`src/logic/axi_sram_cfg.svh`:
```
`ifndef AXI_SRAM_CFG_SVH
`define AXI_SRAM_CFG_SVH

// axi port widths
`define AXI_ID_BITS   4
`define AXI_ADDR_BITS 32
`define AXI_DATA_BITS 32
`define AXI_STRB_BITS 4

// beats = len + 1
`define AXI_LEN_BITS  4

// word address, taken from byte address bit 2 upward
`define SRAM_A_BITS   14

`endif

```
`src/logic/axi_pkg.sv`:
```
`default_nettype none

package axi_pkg;

    // burst encoding as on the AXI bus
    typedef enum logic [1:0] {
        FIXED = 2'b00,
        INCR  = 2'b01,
        WRAP  = 2'b10
    } burst_t;

    // response encoding, only OKAY is driven by this slave
    typedef enum logic [1:0] {
        OKAY   = 2'b00,
        EXOKAY = 2'b01,
        SLVERR = 2'b10,
        DECERR = 2'b11
    } resp_t;

endpackage

`default_nettype wire

```
`src/logic/sram_pkg.sv`:
```
`default_nettype none

package sram_pkg;

    // per-cycle sram command, also used as the read tag
    typedef enum logic [1:0] {
        NONE  = 2'b00,
        READ  = 2'b01,
        WRITE = 2'b10
    } sram_op_t;

endpackage

`default_nettype wire

```
`src/logic/sram_read_return.sv`:
```
`timescale 1ns/10ps
`default_nettype none
`include "axi_sram_cfg.svh"

module sram_read_return (
    input  logic                       clk,
    input  logic                       rst,
    // tag from the control stage
    input  logic                       tag_valid_i,
    input  logic [`AXI_ID_BITS-1:0]    tag_id_i,
    input  logic                       tag_last_i,
    // sram output
    input  logic [`AXI_DATA_BITS-1:0]  rdata_i,
    // r
    output logic                       rvalid_o,
    input  logic                       rready_i,
    output logic [`AXI_DATA_BITS-1:0]  rdata_o,
    output logic [`AXI_ID_BITS-1:0]    rid_o,
    output logic                       rlast_o,
    output axi_pkg::resp_t             rresp_o,
    output logic [1:0]                 credit_o
);
    import axi_pkg::*;
    import sram_pkg::*;

    localparam logic [1:0] DEPTH = 2'd2;

    sram_op_t                   tag_op_q;
    logic [`AXI_ID_BITS-1:0]    tag_id_q;
    logic                       tag_last_q;

    logic [`AXI_DATA_BITS-1:0]  data_q [0:1];
    logic [`AXI_ID_BITS-1:0]    rid_q  [0:1];
    logic                       last_q [0:1];
    logic                       wr_ptr;
    logic                       rd_ptr;
    logic [1:0]                 count_q;
    logic                       push;
    logic                       pop;

    // tag lines up with the registered sram word
    always_ff @(posedge clk or negedge rst) begin
        if (!rst) begin
            tag_op_q <= NONE;
        end else begin
            tag_op_q <= tag_valid_i ? READ : NONE;
        end
    end

    always_ff @(posedge clk) begin
        tag_id_q   <= tag_id_i;
        tag_last_q <= tag_last_i;
    end

    assign push = (tag_op_q == READ);
    assign pop  = rvalid_o && rready_i;

    always_ff @(posedge clk) begin
        if (push) begin
            data_q[wr_ptr] <= rdata_i;
            rid_q[wr_ptr]  <= tag_id_q;
            last_q[wr_ptr] <= tag_last_q;
        end
    end

    always_ff @(posedge clk or negedge rst) begin
        if (!rst) begin
            wr_ptr  <= 1'b0;
            rd_ptr  <= 1'b0;
            count_q <= 2'd0;
        end else begin
            if (push) begin
                wr_ptr <= ~wr_ptr;
            end
            if (pop) begin
                rd_ptr <= ~rd_ptr;
            end
            count_q <= count_q + {1'b0, push} - {1'b0, pop};
        end
    end

    assign rvalid_o = (count_q != 2'd0);
    assign rdata_o  = data_q[rd_ptr];
    assign rid_o    = rid_q[rd_ptr];
    assign rlast_o  = last_q[rd_ptr];
    assign rresp_o  = OKAY;

    // free slots less both reads still on their way
    assign credit_o = DEPTH - count_q - {1'b0, tag_valid_i} - {1'b0, push};

    a_no_overflow: assert property (@(posedge clk) disable iff (!rst)
        push |-> (count_q != DEPTH));

    a_r_stable: assert property (@(posedge clk) disable iff (!rst)
        rvalid_o && !rready_i |=> rvalid_o && $stable(rdata_o) && $stable(rid_o)
            && $stable(rlast_o));

endmodule

`default_nettype wire

```
`config.mk`:
```
export PLATFORM = sky130hd
export DESIGN_NAME = sram_read_return
export DESIGN_NICKNAME = d
export VERILOG_FILES = /design/src/logic/axi_pkg.sv /design/src/logic/sram_pkg.sv /design/src/logic/sram_read_return.sv
export VERILOG_INCLUDE_DIRS = /design/src /design/src/logic
export SDC_FILE = /design/constraint.sdc
export NUM_CORES = 1
export LEC_CHECK = 0
export ABC_AREA = 0
export ABC_CLOCK_PERIOD_IN_PS = 6800
export BUFFER_PORTS_ARGS = -buffer_cell sky130_fd_sc_hd__clkbuf_2
export CAP_MARGIN = 20
export CELL_PAD_IN_SITES_DETAIL_PLACEMENT = 0
export CELL_PAD_IN_SITES_GLOBAL_PLACEMENT = 1
export CORE_MARGIN = 2
export CORE_UTILIZATION = 47
export DETAILED_ROUTE_END_ITERATION = 8
export GPL_TIMING_DRIVEN = 0
export PLACE_DENSITY_LB_ADDON = 0.2
export REMOVE_ABC_BUFFERS = 1
export SYNTH_ARGS = -nofsm -noshare
export SYNTH_HDL_FRONTEND = slang
export SYNTH_SLANG_ARGS = --single-unit
```
`constraint.sdc`:
```
create_clock -name clk -period 6.8 [get_ports clk]
set_clock_uncertainty 0.05 [all_clocks]
set_input_delay 1.02 -clock clk [delete_from_list [all_inputs] [get_ports clk]]
set_output_delay 1.02 -clock clk [all_outputs]
set_load 0.05 [all_outputs]
```
==> flow_summary.yaml, run 1 <==
global_route:
  grt_pass1_wl_mm: 7.38
  grt.total_usage_pct: 13.8
  grt_pass1_vias: 1562
  use_met3_pct: 3.75
  grt_max_degree: 38
  grt.overflow.total: 0
  busiest_layer: "met2"
  gr-usage-met2_pct: 23.7
  antenna_found_initial: 0
  met1_usage_pct: 15.4
power:
  leakagePower_nw: 1.57
  ir_worst_vdd_mv: 0.416
  p_per_area_nw_per_um2: 491
setup_path:
  crit-reg2reg-launch: "tag_op_q[0]$_DFF_PN0_"
  cp-start-kind: "input pin"
  worst_ep_required_time_ns: 5.73
  worst_r2r_endpoint: "data_q[1][27]$_DFFE_PP_"
  critPathArrivalTime_ns: 1.94
  rrSetupSlack_ns: 5.12
  path_max_fanout: 2
  end_kind: "primary output"
  crit_type: "in -> out"
  r2r_cells: 1
placed_design:
  hpwlAfterDp_mm: 3.28
  port_buffers: 80
  gp_congestion: 0.704
yosys:
  synth-seq-area-share_pct: 77.9
  ys_types: 17
  netlist_area_sq_um: 3140
  synth.avg_cell_area_sq_um: 21.5
  yosys_warnings: 0
  postSynthCellCount: 146
  synth.ff_latch_count: 84
timing:
  finalWorstPathRequiredPeriod_ns: 3.01
  setup_viol: 0
  clock.fmax_mhz: 332
  maxSlewHeadroom_pct: 39.6
  finalHoldViolations: 0
  final.period_utilization_pct: 44.3
  rsz0062_at_grt: "false"
  whs_ns: 0.387
  worst_pin_slew_ns: 0.906
  finalMaxSlewViolations: 0
  fin_tns_setup_ns: 0
final_layout:
  drive_above_1_share_pct: 57.7
  final_cell_mix: "clkbuf_2, edfxtp_1, mux2_4"
  fin_nets: 279
  antennaDiodeCount: 0
  final_common_cell: "clkbuf_2"
  synthToLayoutAreaGrowth_pct: 22.5
detailed_routing:
  first_pass_iters: 8
  avgRoutedWirePerCell_um: 15.3
  ant_nets: 0
  drt-total-wl_mm: 4.84
  drt-initial-drc-count: 50
  via_count: 1512
  drc: 7
  avgViaCountPerCell: 4.78
clocking:
  cts-root-buf: "clkbuf_8"
  cts.sinks: 84
  cts_tree: "built"
  cts_resized: 0
  clock_latency_ns: 0.33
  clock_path_buffers: 2
  cts_buffers: 9
  path_clk_slew_ns: 0.08
  ctsHoldBuffers: 0
  cts.htree.levels: 3
  postCtsSetupRepairBufs: 0
floorplan:
  die_y_um: 85.7
  die_x_um: 85.7
  initial_core_util_pct: 48.9
  dieArea_sq_um: 7350
  rows: 29
  io_pins: 83
  placeableCoreArea_sq_um: 6420
worst_hold_path:
  min_to: "rid_q[1][0]$_DFFE_PP_"
  hp-start: "tag_id_q[0]$_DFF_P_"
  whs_path_depth: 0
  hold_path_class: "reg -> reg"
run_status:
  violations: "design-rule violations"
  status: "finished, violations left"
flow_run:
  cap_violations: 0
cell families (layout without fill, tap and decap cells):
family / after synthesis / after routing / share of synthesized area (%)
adder cells (fa/ha/maj): 4 / 4 / 1.59
multiplexers: 37 / 37 / 15.7
AO/OA/AOI/OAI: 1 / 1 / 0.239
buffers and inverters: 10 / 102 / 2.19
AND/OR/NAND/NOR: 3 / 3 / 0.598
flip-flops: 84 / 84 / 77.9
other: 1 / 2 / 0.119
XOR/XNOR: 6 / 6 / 1.67
how the worst max path moves through the flow:
stage | startpoint | to | slack [ns] | depth (start not counted)
2_1_floorplan | tag_valid_i | credit_o[1] | 3.54 | 4
3_3_place_gp | rd_ptr$_DFFE_PN0P_ | rid_o[1] | 3.39 | 2
4_1_cts | tag_valid_i | credit_o[1] | 3.77 | 6
3_5_place_dp | tag_valid_i | credit_o[1] | 3.78 | 6
6_report | tag_valid_i | credit_o[1] | 3.79 | 6
5_1_grt | rd_ptr$_DFFE_PN0P_ | rdata_o[4] | 3.73 | 3
area by class of cell:
type                       count  area, sq um
fill                         503         2570
sequential                    84         2450
multi-input combinational     53          637
timing repair buffer          82          448
clock buffer                  12          155
tap                           77         96.3
clock inverter                 4         47.5
inverter                       4         15.0
metal layers:
layer  wire length [um]  vias to the layer above
met5                  0                        -
met4                 87                        0
met3                283                       10
met2               2500                       49
met1               1960                      727
li1                   -                      726
cell usage after synthesis:
cell type,instances,share of area [%]
buf_4,2,0.48
or2_2,1,0.20
mux2_4,20,9.6
mux2_2,17,6.1
inv_1,4,0.48
xnor2_1,4,1.1
buf_6,3,1.1
and2_1,1,0.20
o21a_1,1,0.24
xor2_1,2,0.56
ha_1,4,1.6
buf_2,1,0.16
edfxtp_1,74,71
dfxtp_1,5,3.2
conb_1,1,0.12
dfrtp_1,5,4.0
nor2b_1,1,0.20
stage by stage:
step / instance area [sq um] / cells / setup WS [ns] / utilization [%] / total power [mW]
4_1_cts: 3850 / 316 / 3.77 / 59.9 / 1.91
6_report: 3850 / 316 / 3.79 / 59.9 / 1.89
3_5_place_dp: 3640 / 300 / 3.78 / 56.8 / 1.57
5_1_grt: 3850 / 316 / 3.73 / 59.9 / 1.97
2_1_floorplan: 3090 / 141 / 3.54 / - / 1.39
3_3_place_gp: 3590 / 298 / 3.39 / 55.9 / 1.54
state kept, by name, summed over array words and instances (netlist names):
| register | count |
|---|---|
| count_q | 2 |
| data_q | 64 |
| last_q | 2 |
| rd_ptr | 1 |
| rid_q | 8 |
| tag_id_q | 4 |
| tag_last_q | 1 |
| tag_op_q | 1 |
| wr_ptr | 1 |
report_power, final:
group / internal [mW] / switching [mW]
clock: 0.189 / 0.159
sequential: 0.678 / 0.0584
combinational: 0.256 / 0.549
critical path, stage by stage:
cell	delay (ns)
clkbuf_2	0.09
inv_1	0.04
ha_1	0.19
xnor2_1	0.16
xnor2_1	0.14
clkbuf_2	0.30
(Power assumes the default switching activity.)
==> run 2, diff against run 1 <==
--- a/config.mk
+++ b/config.mk
@@ -7,13 +7,13 @@
 export NUM_CORES = 1
 export LEC_CHECK = 0
 export ABC_AREA = 0
-export ABC_CLOCK_PERIOD_IN_PS = 6800
+export ABC_CLOCK_PERIOD_IN_PS = 2700
 export BUFFER_PORTS_ARGS = -buffer_cell sky130_fd_sc_hd__clkbuf_2
 export CAP_MARGIN = 20
 export CELL_PAD_IN_SITES_DETAIL_PLACEMENT = 0
 export CELL_PAD_IN_SITES_GLOBAL_PLACEMENT = 1
 export CORE_MARGIN = 2
-export CORE_UTILIZATION = 47
+export CORE_UTILIZATION = 39
 export DETAILED_ROUTE_END_ITERATION = 8
 export GPL_TIMING_DRIVEN = 0
 export PLACE_DENSITY_LB_ADDON = 0.2
==> constraint.sdc (replaced) <==
create_clock -name clk -period 2.7 [get_ports clk]
set_clock_uncertainty 0.05 [all_clocks]
set_input_delay 0.405 -clock clk [delete_from_list [all_inputs] [get_ports clk]]
set_output_delay 0.405 -clock clk [all_outputs]
set_load 0.05 [all_outputs]
==> run 2 against run 1 <==
Effect of this change: the run now ends clean; sequential power grew to 2.5 times the previous value; via count is 0.40% higher; first-iteration DRC count is 14% lower; cell count is 8.5% higher; worst setup slack worse by 3.5 ns; critical path depth is 3 lower; global-route usage is 2.1 points lower; sequential share of layout area is 1.1 points lower; non-clock buffer count is 2 higher; flip-flop and latch count stayed put; clock-buffer cell count stayed put; largest power group unchanged.
==> flow_summary.yaml, run 2 (synthesis gave the netlist of run 1 again) <==
floorplan:
  die_x_um: 93.7
  io_pins: 83
  dieArea_sq_um: 8790
  placeableCoreArea_sq_um: 7770
  die_y_um: 93.7
  initial_core_util_pct: 40.4
  rows: 32
setup_path:
  crit_type: "reg -> out"
  slowest_stage: "dfrtp_2"
  path_max_fanout: 22
  worst_ep_required_time_ns: 2.25
  cp-start-kind: "flip-flop"
  critPathArrivalTime_ns: 1.92
  rrSetupSlack_ns: 1.05
  cpLargestDelayFamily: "flip-flops"
  timing.critical_path.buf_inv: 2
  crit_chain: "buf_12 -> mux2_2 -> clkbuf_2"
  critical_path.max_stage_delay_ns: 0.71
  end_kind: "primary output"
timing:
  maxSlewHeadroom_pct: 55.2
  finalMaxSlewViolations: 0
  finalHoldViolations: 0
  rsz0062_at_grt: "false"
  clock.fmax_mhz: 420
  setup_ws_ns: 0.321
  setup_viol: 0
  fin_tns_setup_ns: 0
  finalWorstPathRequiredPeriod_ns: 2.38
  final.period_utilization_pct: 88.1
  worst_pin_slew_ns: 0.671
power:
  pwr-share-comb_pct: 43.1
  ir_worst_vdd_mv: 0.609
  power_frac_clock_pct: 18.5
  seqPwrFrac_pct: 38.4
  power_switching_mw: 1.95
  total_power_mw: 4.80
  internal-power_mw: 2.85
  netSwitchingFraction_pct: 40.6
  leakagePower_nw: 1.59
  p_per_area_nw_per_um2: 1220
final_layout:
  final_cell_mix: "clkbuf_2, edfxtp_1, mux2_4"
  reg_top3: "data_q: 64 flops, rid_q: 8 flops, tag_id_q: 4 flops"
  final_common_cell: "clkbuf_2"
  synthToLayoutAreaGrowth_pct: 24.7
  top_register: "data_q"
  largest_reg_flops: 64
  layout.cells.non_filler: 343
  drive_above_1_share_pct: 57.7
  fin_nets: 281
  antennaDiodeCount: 0
detailed_routing:
  avgRoutedWirePerCell_um: 13.9
  first_pass_iters: 4
  ant_nets: 0
  via_count: 1518
  drt-total-wl_mm: 4.76
  drt-initial-drc-count: 43
  avgViaCountPerCell: 4.43
  drc: 0
clocking:
  clock_latency_ns: 0.34
  cts.sinks: 84
  cts-root-buf: "clkbuf_8"
  path_clk_slew_ns: 0.08
  cts_tree: "built"
  cts_buffers: 9
  clock_path_buffers: 2
  cts.htree.levels: 3
  cts_resized: 0
placed_design:
  hpwlAfterDp_mm: 3.14
  place_ws_ns: 0.647
  port_buffers: 80
  gp_congestion: 0.615
  placedCellCount: 326
global_route:
  antenna_found_initial: 0
  grt_pass1_vias: 1543
  grt.overflow.total: 0
  grt.total_usage_pct: 11.7
  grt_pass1_wl_mm: 7.46
  grt_max_degree: 23
worst_hold_path:
  hold_path_class: "in -> reg"
flow_run:
  cap_violations: 0
run_status:
  status: "completed"
[run 2: changes by cell type in the layout (fill, tap and decap cells not counted)]
cell,change
dlygate4sd3_1,+1
buf_16,+1
[run 2: layout make-up]
cell class,instances,area [sq um]
clock buffers,12,155
clock inverters,4,47.5
fillers,680,3850
inverters,4,15.0
multi-input cells,53,637
flip-flops and latches,84,2450
well taps,102,128
repair buffers,84,485
[run 2: worst paths after layout]
kind,endpoint,startpoint,cells after the start
worst min register to register,last_q[0]$_DFFE_PP_,tag_last_q$_DFF_P_,0
worst min-delay path,tag_id_q[3]$_DFF_P_,tag_id_i[3],1
min in group asynchronous,count_q[1]$_DFF_PN0_,rst,2
worst max register to register,data_q[0][1]$_DFFE_PP_,tag_op_q[0]$_DFF_PN0_,2
worst max-delay path,rid_o[3],rd_ptr$_DFFE_PN0P_,3
max in group asynchronous,rd_ptr$_DFFE_PN0P_,rst,2
[run 2: through the flow]
stage | utilization [%] | cell area (sq um) | hold WS, ns
final | 50.4 | 3920 | 0.110
after CTS | 50.4 | 3920 | 0.0868
after global placement | 46.6 | 3620 | 0.184
after global routing | 50.4 | 3920 | 0.0845
after floorplan | - | 3090 | 0.0594
after detailed placement | 47.7 | 3700 | 0.187
[run 2: power groups by stage]
stage,registers (mW),clock network [mW],logic (mW)
after floorplan,1.89,0,1.60
after global placement,1.96,0,1.96
after detailed placement,1.88,0,2.10
after CTS,1.85,0.916,2.10
after global routing,1.88,0.975,2.17
final,1.84,0.886,2.07
[run 2: timing repair]
action                                 4_1_cts  5_1_grt
endpoints found under the hold margin        5        0
hold buffers                                 1        0
setup buffers                                0        0
[run 2: per-layer routing]
| metal | wire (um) | share of wire [%] | global-route usage [%] |
|---|---|---|---|
| met5 | 0 | 0 | 0 |
| met4 | 63 | 1.3 | 6.88 |
| met3 | 340 | 7.1 | 4.17 |
| met2 | 2220 | 47 | 18.6 |
| met1 | 2140 | 45 | 13.5 |
