==> src/logic/axi_sram_cfg.svh <==
`ifndef AXI_SRAM_CFG_SVH
`define AXI_SRAM_CFG_SVH

// axi port widths
`define AXI_ID_BITS   4
`define AXI_ADDR_BITS 32
`define AXI_DATA_BITS 32
`define AXI_STRB_BITS 4

// beats = len + 1
`define AXI_LEN_BITS  4

// word address, taken from byte address bit 2 upward
`define SRAM_A_BITS   14

`endif

==> src/logic/axi_pkg.sv <==
`default_nettype none

package axi_pkg;

    // burst encoding as on the AXI bus
    typedef enum logic [1:0] {
        FIXED = 2'b00,
        INCR  = 2'b01,
        WRAP  = 2'b10
    } burst_t;

    // response encoding, only OKAY is driven by this slave
    typedef enum logic [1:0] {
        OKAY   = 2'b00,
        EXOKAY = 2'b01,
        SLVERR = 2'b10,
        DECERR = 2'b11
    } resp_t;

endpackage

`default_nettype wire

==> src/logic/sram_pkg.sv <==
`default_nettype none

package sram_pkg;

    // per-cycle sram command, also used as the read tag
    typedef enum logic [1:0] {
        NONE  = 2'b00,
        READ  = 2'b01,
        WRITE = 2'b10
    } sram_op_t;

endpackage

`default_nettype wire

==> src/logic/axi_slave_ctrl.sv <==
`timescale 1ns/10ps
`default_nettype none
`include "axi_sram_cfg.svh"

module axi_slave_ctrl (
    input  logic                       clk,
    input  logic                       rst,
    // aw
    input  logic                       awvalid_i,
    output logic                       awready_o,
    input  logic [`AXI_ADDR_BITS-1:0]  awaddr_i,
    input  logic [`AXI_ID_BITS-1:0]    awid_i,
    input  logic [`AXI_LEN_BITS-1:0]   awlen_i,
    input  axi_pkg::burst_t            awburst_i,
    // w
    input  logic                       wvalid_i,
    output logic                       wready_o,
    input  logic [`AXI_DATA_BITS-1:0]  wdata_i,
    input  logic [`AXI_STRB_BITS-1:0]  wstrb_i,
    input  logic                       wlast_i,
    // b
    output logic                       bvalid_o,
    input  logic                       bready_i,
    output logic [`AXI_ID_BITS-1:0]    bid_o,
    output axi_pkg::resp_t             bresp_o,
    // ar
    input  logic                       arvalid_i,
    output logic                       arready_o,
    input  logic [`AXI_ADDR_BITS-1:0]  araddr_i,
    input  logic [`AXI_ID_BITS-1:0]    arid_i,
    input  logic [`AXI_LEN_BITS-1:0]   arlen_i,
    input  axi_pkg::burst_t            arburst_i,
    // sram command
    output sram_pkg::sram_op_t         cmd_op_o,
    output logic [`SRAM_A_BITS-1:0]    cmd_addr_o,
    output logic [`AXI_DATA_BITS-1:0]  cmd_wdata_o,
    output logic [`AXI_STRB_BITS-1:0]  cmd_wbe_n_o,
    // read tag and return credit
    output logic                       tag_valid_o,
    output logic [`AXI_ID_BITS-1:0]    tag_id_o,
    output logic                       tag_last_o,
    input  logic [1:0]                 credit_i
);
    import axi_pkg::*;
    import sram_pkg::*;

    typedef enum logic [1:0] {
        S_IDLE,
        S_WRITE,
        S_RESP,
        S_READ
    } state_t;

    state_t                     state;
    logic                       aw_hs;
    logic                       ar_hs;
    logic                       w_hs;
    logic                       rd_issue;

    logic [`AXI_ID_BITS-1:0]    id_q;
    burst_t                     burst_q;
    logic [`SRAM_A_BITS-1:0]    addr_q;
    logic [`SRAM_A_BITS-1:0]    addr_next;
    logic [`AXI_LEN_BITS-1:0]   cnt_q;

    sram_op_t                   cmd_op_q;
    logic [`SRAM_A_BITS-1:0]    cmd_addr_q;
    logic [`AXI_DATA_BITS-1:0]  cmd_wdata_q;
    logic [`AXI_STRB_BITS-1:0]  cmd_wbe_n_q;
    logic                       tag_valid_q;
    logic [`AXI_ID_BITS-1:0]    tag_id_q;
    logic                       tag_last_q;
    logic                       bvalid_q;

    // write address wins when both arrive together
    assign awready_o = (state == S_IDLE);
    assign arready_o = (state == S_IDLE) && !awvalid_i;
    assign wready_o  = (state == S_WRITE);

    assign aw_hs    = awvalid_i && awready_o;
    assign ar_hs    = arvalid_i && arready_o;
    assign w_hs     = wvalid_i && wready_o;
    assign rd_issue = (state == S_READ) && (credit_i != 2'd0);

    // wrap bursts step like incr
    assign addr_next = (burst_q == FIXED) ? addr_q : addr_q + 1'b1;

    always_ff @(posedge clk or negedge rst) begin
        if (!rst) begin
            state       <= S_IDLE;
            cmd_op_q    <= NONE;
            tag_valid_q <= 1'b0;
            bvalid_q    <= 1'b0;
        end else begin
            cmd_op_q    <= w_hs ? WRITE : (rd_issue ? READ : NONE);
            tag_valid_q <= rd_issue;
            case (state)
                S_IDLE: begin
                    if (aw_hs) begin
                        state <= S_WRITE;
                    end else if (ar_hs) begin
                        state <= S_READ;
                    end
                end
                S_WRITE: begin
                    if (w_hs && wlast_i) begin
                        state <= S_RESP;
                    end
                end
                S_RESP: begin
                    // one cycle after the last write command
                    if (!bvalid_q) begin
                        bvalid_q <= 1'b1;
                    end else if (bready_i) begin
                        bvalid_q <= 1'b0;
                        state    <= S_IDLE;
                    end
                end
                S_READ: begin
                    if (rd_issue && (cnt_q == '0)) begin
                        state <= S_IDLE;
                    end
                end
                default: state <= S_IDLE;
            endcase
        end
    end

    always_ff @(posedge clk) begin
        if (aw_hs) begin
            id_q    <= awid_i;
            burst_q <= awburst_i;
            addr_q  <= awaddr_i[`SRAM_A_BITS+1:2];
            cnt_q   <= awlen_i;
        end else if (ar_hs) begin
            id_q    <= arid_i;
            burst_q <= arburst_i;
            addr_q  <= araddr_i[`SRAM_A_BITS+1:2];
            cnt_q   <= arlen_i;
        end else if (w_hs || rd_issue) begin
            addr_q  <= addr_next;
            cnt_q   <= cnt_q - 1'b1;
        end
        cmd_addr_q  <= addr_q;
        cmd_wdata_q <= wdata_i;
        // reads keep every byte write disabled
        cmd_wbe_n_q <= w_hs ? ~wstrb_i : '1;
        tag_id_q    <= id_q;
        tag_last_q  <= (cnt_q == '0);
    end

    assign cmd_op_o    = cmd_op_q;
    assign cmd_addr_o  = cmd_addr_q;
    assign cmd_wdata_o = cmd_wdata_q;
    assign cmd_wbe_n_o = cmd_wbe_n_q;
    assign tag_valid_o = tag_valid_q;
    assign tag_id_o    = tag_id_q;
    assign tag_last_o  = tag_last_q;

    assign bvalid_o = bvalid_q;
    assign bid_o    = id_q;
    assign bresp_o  = OKAY;

    // w beats only inside a write burst and the last one matches awlen
    a_w_in_write: assert property (@(posedge clk) disable iff (!rst)
        w_hs |-> (state == S_WRITE) && (wlast_i == (cnt_q == '0)));

    a_b_hold: assert property (@(posedge clk) disable iff (!rst)
        bvalid_o && !bready_i |=> bvalid_o && $stable(bid_o));

    // read issued only with buffer room seen the cycle before
    a_rd_credit: assert property (@(posedge clk) disable iff (!rst)
        (cmd_op_o == READ) |-> ($past(credit_i) != 2'd0));

endmodule

`default_nettype wire

==> config.mk <==
export PLATFORM = sky130hd
export DESIGN_NAME = axi_slave_ctrl
export DESIGN_NICKNAME = d
export VERILOG_FILES = /design/src/logic/axi_pkg.sv /design/src/logic/sram_pkg.sv /design/src/logic/axi_slave_ctrl.sv
export VERILOG_INCLUDE_DIRS = /design/src /design/src/logic
export SDC_FILE = /design/constraint.sdc
export NUM_CORES = 1
export LEC_CHECK = 0
export ABC_AREA = 1
export BUFFER_PORTS_ARGS = -buffer_cell sky130_fd_sc_hd__buf_4
export CORE_UTILIZATION = 45
export DETAILED_ROUTE_END_ITERATION = 8
export PLACE_DENSITY = 0.85
export SYNTH_ARGS = -nofsm -noshare
export SYNTH_HDL_FRONTEND = slang
export SYNTH_SLANG_ARGS = --single-unit
==> constraint.sdc <==
create_clock -name clk -period 4.85 [get_ports clk]
set_input_delay 0.2425 -clock clk [delete_from_list [all_inputs] [get_ports clk]]
set_output_delay 0.2425 -clock clk [all_outputs]
set_load 0.01 [all_outputs]
==> out/metrics.yaml, run 1 <==
critical_path:
  worstPathArrival_ns: 2.03
  cp.required_ns: 4.95
  slowest_stage: "nor2_4"
  criticalPathCategory: "reg2reg"
  r2r_slack_ns: 2.92
  cp_common_cell: "nand2_1"
  critPathBufInv: 2
  critPathTopFamily: "simple AND/OR/NAND/NOR gates"
  r2r-end: "cnt_q[3]$_DFFE_PP_"
  start_kind: "flip-flop"
  end_kind: "flip-flop"
  slowest_delay_ns: 0.48
  regToRegStartpoint: "state[1]$_DFFE_PN0P_"
  cp_cell_sequence: "inv_2, nand2_2, nor2_4, inv_4, nand2_1, nand2_1, o21ai_0, nand2_1"
  path_max_fanout: 26
  ff2ff_path_depth: 8
die:
  start_util_pct: 47.4
  core-area_um2: 6420
  pin_count: 197
  num_rows: 29
  die_width_um: 84.2
  die_y_um: 84.2
  dieArea_um2: 7090
detailed_routing:
  vias_per_cell: 4.75
  vias: 2796
  first_pass_iters: 8
  drt-total-wl_mm: 8.00
  wl_per_cell_um: 13.6
  antenna_left: 0
  drc: 26
  detail_route.iter0.violations: 167
global_routing:
  track_usage_pct: 23.7
  grt_max_degree: 27
  overflow: 0
  grt_pass1_vias: 2751
  grt_pass1_wl_mm: 12.9
  antenna_found_initial: 0
place:
  placed_cell_area_um2: 4270
  routabilityCongestion: 0.785
  portBuffers: 158
  dp_hpwl_mm: 5.41
cts:
  clockBufferDepth: 2
  cts-root-buf: "clkbuf_8"
  clock_latency_ns: 0.35
  clk_pin_slew_ns: 0.09
  cts.htree.levels: 3
  cts.sinks: 85
  cts_resized: 0
  cts_made_buffers: 9
  tritoncts: "done"
sta:
  clock_skew_ns: 0.00965
  report.final.slew_viol_count: 0
  setup_viol: 0
  hold_viol: 0
  min_period_over_period_pct: 39.7
  tns_ns: 0
  fmax_mhz: 519
  rsz0062_at_grt: "false"
  max_slew_margin_pct: 58.6
  worstMarginPinSlew_ns: 0.620
  period_minus_slack_ns: 1.93
outcome:
  violations: "DRC"
  status: "finished, violations left"
worst_hold_path:
  hold_start: "wstrb_i[0]"
  hold_end: "cmd_wbe_n_o[0]$_SDFF_PN1_"
  hold_depth: 2
  hp-class: "in2reg"
pwr:
  p_leak_nw: 2.31
  power_density_nw_per_um2: 529
  p_total_w: 0.00253
  peakVddDrop_uv: 283
synth:
  yosysUniqueCellTypes: 31
  async_flop_share_pct: 7.06
  synth-main-ff-cell: "dfxtp_1"
  synth_area_leader_cell: "dfxtp_1"
  yosysWarnings: 0
  synth_top_area_share_pct: 36.2
  synth-edff-count: 24
  avgSynthCellArea_um2: 9.78
  yosys-top-cells-area: "dfxtp_1 36%, edfxtp_1 24%, nand2_1 14%, dfrtp_1 4.9%, nor2_1 2.8%"
  synthCells: 311
  seq_area_frac_synth_pct: 64.8
  syn-cell-area_um2: 3040
  ys_ff_latch: 85
layout:
  fin_area_um2: 4780
  fin_nets: 639
  diodes: 0
  final_util_pct: 74.4
  synthToLayoutAreaGrowth_pct: 57.0
  drive_gt1_share_pct: 36.7
flow_run:
  cap_violations: 0
metal layers:
metal	routed length, um	part of all wire, %	track usage (%)	up-vias
met1	2900	36	25.0	1267
met5	0	0	0	-
met4	135	1.7	10.8	0
met2	4330	54	44.6	130
met3	639	8.0	5.31	12
li1	-	-	-	1387
cell type report:
cell class | count | area (um2)
Timing Repair Buffer | 192 | 1520
Multi-Input combinational cell | 200 | 935
Fill cell | 477 | 1640
Clock inverter | 4 | 30.0
Clock buffer | 12 | 145
Tap cell | 77 | 96.3
Sequential cell | 85 | 1970
Inverter | 19 | 76.3
placed cells by master (no fill, tap or decap), drive strengths merged, types with 2 or more instances in the layout:
cell and count:
a21oi 4, a31oi 4, buf 159, clkbuf 12, conb 2, dfrtp 6, dfxtp 55, dlygate4sd3 33
edfxtp 24, ha 3, inv 22, nand2 114, nand3 12, nand3b 2, nand4 4, nor2 27
o21ai 18, o21bai 4, xor2 2
cells in the mapped netlist (2+ instances only):
cell type and number:
o21ai_1 5, inv_2 4, edfxtp_1 24, dfxtp_1 55, buf_6 3, nand4_1 4, nor2_4 3, a21oi_1 4
ha_1 3, xor2_1 2, o21ai_0 12, nand2_2 2, nor2_1 23, nand3_1 12, nand3b_1 2, dfrtp_1 6
buf_2 3, inv_1 13, o21bai_1 4, a31oi_1 4, buf_4 2, inv_4 2, nand2_1 111
power by group:
part | leakage (nW) | switching [W] | internal [W]
clock | 0.0918 | 0.000252 | 0.000204
sequential | 0.770 | 0.000144 | 0.00101
combinational | 1.45 | 0.000509 | 0.000407
total | 2.31 | 0.000904 | 0.00163
state kept, by name, summed over array words and instances (netlist names):
name / cells
cmd_wbe_n_o: 4
cmd_op_o: 2
bid_o: 4
cmd_wdata_o: 32
burst_q: 2
state: 2
bvalid_o: 1
addr_q: 14
cmd_addr_o: 14
tag_valid_o: 1
cnt_q: 4
tag_id_o: 4
tag_last_o: 1
how the worst max path moves through the flow:
stage                               from                    to  cells past startpoint
floorplan           state[0]$_DFFE_PN0P_   addr_q[0]$_DFFE_PP_                      6
global placement    state[1]$_DFFE_PN0P_  addr_q[13]$_DFFE_PP_                      8
detailed placement  state[1]$_DFFE_PN0P_    cnt_q[3]$_DFFE_PP_                      8
CTS                 state[1]$_DFFE_PN0P_    cnt_q[3]$_DFFE_PP_                      8
global route        state[1]$_DFFE_PN0P_    cnt_q[3]$_DFFE_PP_                      8
finish              state[1]$_DFFE_PN0P_    cnt_q[3]$_DFFE_PP_                      8
cells by family (layout without fill, tap and decap cells):
kind of cell / after synthesis / in the layout / synth area share, %
and+or+nand+nor: 162 / 162 / 22.8
AOI/OAI and AO/OA: 30 / 30 / 5.55
buffers and inverters: 27 / 227 / 4.60
xor gates and xnor gates: 3 / 3 / 0.864
other: 1 / 2 / 0.123
DFF: 85 / 85 / 64.8
adders and majority gates: 3 / 3 / 1.23
stage by stage:
| step | instances | hold slack, ns | setup WS (ns) |
|---|---|---|---|
| finish | 589 | 0.0446 | 2.92 |
| floorplan | 312 | -0.0531 | 2.82 |
| CTS | 589 | 0.0383 | 2.91 |
| detailed placement | 540 | 0.0504 | 2.92 |
| global route | 589 | 0.0327 | 2.77 |
| global placement | 540 | 0.0515 | 2.99 |
what timing repair did:
action	in CTS	in global routing
endpoints found under the hold margin	38	0
hold buffers	33	0
buffers inserted	0	0
No activity file was read; power rests on OpenSTA's default activity.
==> inputs of run 2 (changes only) <==
--- a/config.mk
+++ b/config.mk
@@ -8,9 +8,9 @@
 export LEC_CHECK = 0
 export ABC_AREA = 1
 export BUFFER_PORTS_ARGS = -buffer_cell sky130_fd_sc_hd__buf_4
-export CORE_UTILIZATION = 45
+export CORE_UTILIZATION = 38
 export DETAILED_ROUTE_END_ITERATION = 8
-export PLACE_DENSITY = 0.85
+export PLACE_DENSITY = 0.76
 export SYNTH_ARGS = -nofsm -noshare
 export SYNTH_HDL_FRONTEND = slang
 export SYNTH_SLANG_ARGS = --single-unit
==> constraint.sdc (replaced) <==
create_clock -name clk -period 1.6 [get_ports clk]
set_input_delay 0.08 -clock clk [delete_from_list [all_inputs] [get_ports clk]]
set_output_delay 0.08 -clock clk [all_outputs]
set_load 0.01 [all_outputs]
==> out/metrics.yaml, run 2 (synthesis results as in run 1) <==
outcome:
  status: "finished, final reports clean"
die:
  pin_count: 197  # unchanged
  die_width_um: 91.5  # +8.6%
  dieArea_um2: 8370  # +18%
  start_util_pct: 39.4  # -8.0 points
  core-area_um2: 7730  # +20%
  num_rows: 32  # +10%
  die_y_um: 91.5  # +8.6%
sta:
  report.final.slew_viol_count: 0  # unchanged
  min_period_over_period_pct: 96.0  # +56 points
  clock_skew_ns: 0.0125  # +0.00281 ns
  fmax_mhz: 651  # +25%
  hold_viol: 0  # unchanged
  layout_setup_ws_ns: 0.0641  # -2.86 ns
  setup_viol: 0  # unchanged
  period_minus_slack_ns: 1.54  # -0.391 ns
global_routing:
  track_usage_pct: 19.4  # -4.2 points
  antenna_found_initial: 0  # unchanged
  grt_max_degree: 27  # unchanged
  grt_pass1_vias: 2762  # +0.40%
  grt_pass1_wl_mm: 12.6  # -2.4%
  overflow: 0  # unchanged
detailed_routing:
  vias_per_cell: 4.45  # -6.3%
  drc: 0  # -100%
  vias: 2861  # +2.3%
  drt-total-wl_mm: 8.02  # +0.22%
  first_pass_iters: 5  # -3
  antenna_left: 0  # unchanged
  detail_route.iter0.violations: 63  # -62%
  wl_per_cell_um: 12.5  # -8.2%
cts:
  cts.sinks: 85  # unchanged
  cts-root-buf: "clkbuf_8"
  cts_made_buffers: 9  # unchanged
  cts.htree.levels: 3  # unchanged
  tritoncts: "done"
  clk_pin_slew_ns: 0.08  # about the same
  clockBufferDepth: 2  # unchanged
  clock_latency_ns: 0.35  # about the same
pwr:
  peakVddDrop_uv: 745  # +160%
  power_density_nw_per_um2: 1550  # +190%
  p_leak_nw: 2.46  # +6.4%
critical_path:
  cp_num_cells: 6  # -2
  start_kind: "flip-flop"
  criticalPathCategory: "reg2reg"
  worstPathArrival_ns: 1.59  # -0.44 ns
  critPathTopFamily: "flip-flops"
  critPathBufInv: 2  # unchanged
  end_kind: "flip-flop"
  cp_cell_sequence: "nor2_2, nand2_1, inv_2, nor2_1, o21ai_4, buf_12"
  ff2ff_path_depth: 6  # -2
  slowest_delay_ns: 0.47  # about the same
  cp.required_ns: 1.65  # -3.30 ns
  slowest_stage: "dfrtp_1"
  path_max_fanout: 14  # -46%
place:
  portBuffers: 158  # unchanged
  routabilityCongestion: 0.842  # +7.2%
  pre_cts_slack_ns: 0.0128  # -2.91 ns
  placed_cell_area_um2: 4370  # +2.2%
  dp_hpwl_mm: 5.36  # -0.92%
layout:
  final_common_cell: "buf_4"
  synthToLayoutAreaGrowth_pct: 70.0
  fin_nets: 668  # +4.5%
  register_area_um2: 1970  # about the same
  fin_area_um2: 5170  # +8.3%
  multi_input_area_um2: 987  # +5.6%
  diodes: 0  # unchanged
  drive_gt1_share_pct: 38.3  # +1.5 points
  largest_reg_flops: 32  # unchanged
  mostFrequentLayoutCells: "164 x buf_4, 110 x nand2_1, 56 x dlygate4sd3_1"
  fillCellCount: 614  # +29%
worst_hold_path:
  hp-class: "in2reg"
  hold_depth: 3  # +1
flow_run:
  cap_violations: 0  # unchanged
==> run 2: path summary, 6_finish.rpt <==
path / from / end / slack [ns]
max: state[1]$_DFFE_PN0P_ / addr_q[5]$_DFFE_PP_ / 0.06
min: arid_i[2] / bid_o[2]$_DFFE_PP_ / 0.01
max reg2reg: state[1]$_DFFE_PN0P_ / addr_q[5]$_DFFE_PP_ / 0.06
min reg2reg: bid_o[1]$_DFFE_PP_ / tag_id_o[1]$_DFF_P_ / 0.38
max in group asynchronous: rst / state[0]$_DFFE_PN0P_ / 1.40
min in group asynchronous: rst / tag_valid_o$_DFF_PN0_ / 0.07
==> run 2: layout make-up <==
type                       count  share of cell area [%]
multi-input combinational    200                    19.1
sequential                    85                    38.1
timing repair buffer         221                    35.0
tap                          102                    2.47
clock inverter                 6                   0.943
inverter                      19                    1.48
clock buffer                  10                    2.88
==> run 2: tightest hold or removal path, cell delays in order <==
cell and delay [ns]:
buf_4 0.08, nand2_1 0.05, nand2_1 0.05
==> run 2: timing repair <==
| action | 4_1_cts | 5_1_grt |
|---|---|---|
| gates resized for setup | 0 | 11 |
| hold endpoints to repair | 57 | 0 |
| hold buffers | 56 | 0 |
| endpoints found under the setup margin | 0 | 8 |
| setup buffers | 0 | 1 |
==> run 2: report_power, final <==
| part | total (W) | internal [W] | switching [W] |
|---|---|---|---|
| Combinational | 0.00302 | 0.00143 | 0.00159 |
| Clock | 0.00148 | 0.000682 | 0.000797 |
| Sequential | 0.00351 | 0.00308 | 0.000429 |
| Total | 0.00800 | 0.00518 | 0.00282 |
==> run 2: per-layer routing <==
layer	vias up	wire length [um]	GRT usage, %
met1	1293	3050	20.4
met3	13	447	4.44
li1	1445	-	-
met4	0	167	8.07
met5	-	0	0
met2	110	4360	36.8
==> run 2: stage by stage <==
stage          setup TNS [ns]  std cells  hold slack (ns)  utilization, %  total power (W)
2_1_floorplan               0        312           -0.216               -          0.00509
3_3_place_gp                0        570           -0.112            56.5          0.00626
3_5_place_dp                0        570           -0.109            56.5          0.00636
4_1_cts                     0        642         0.000377            66.3          0.00796
5_1_grt              -0.00172        643         0.000162            67.0          0.00856
6_report                    0        643           0.0137            67.0          0.00800
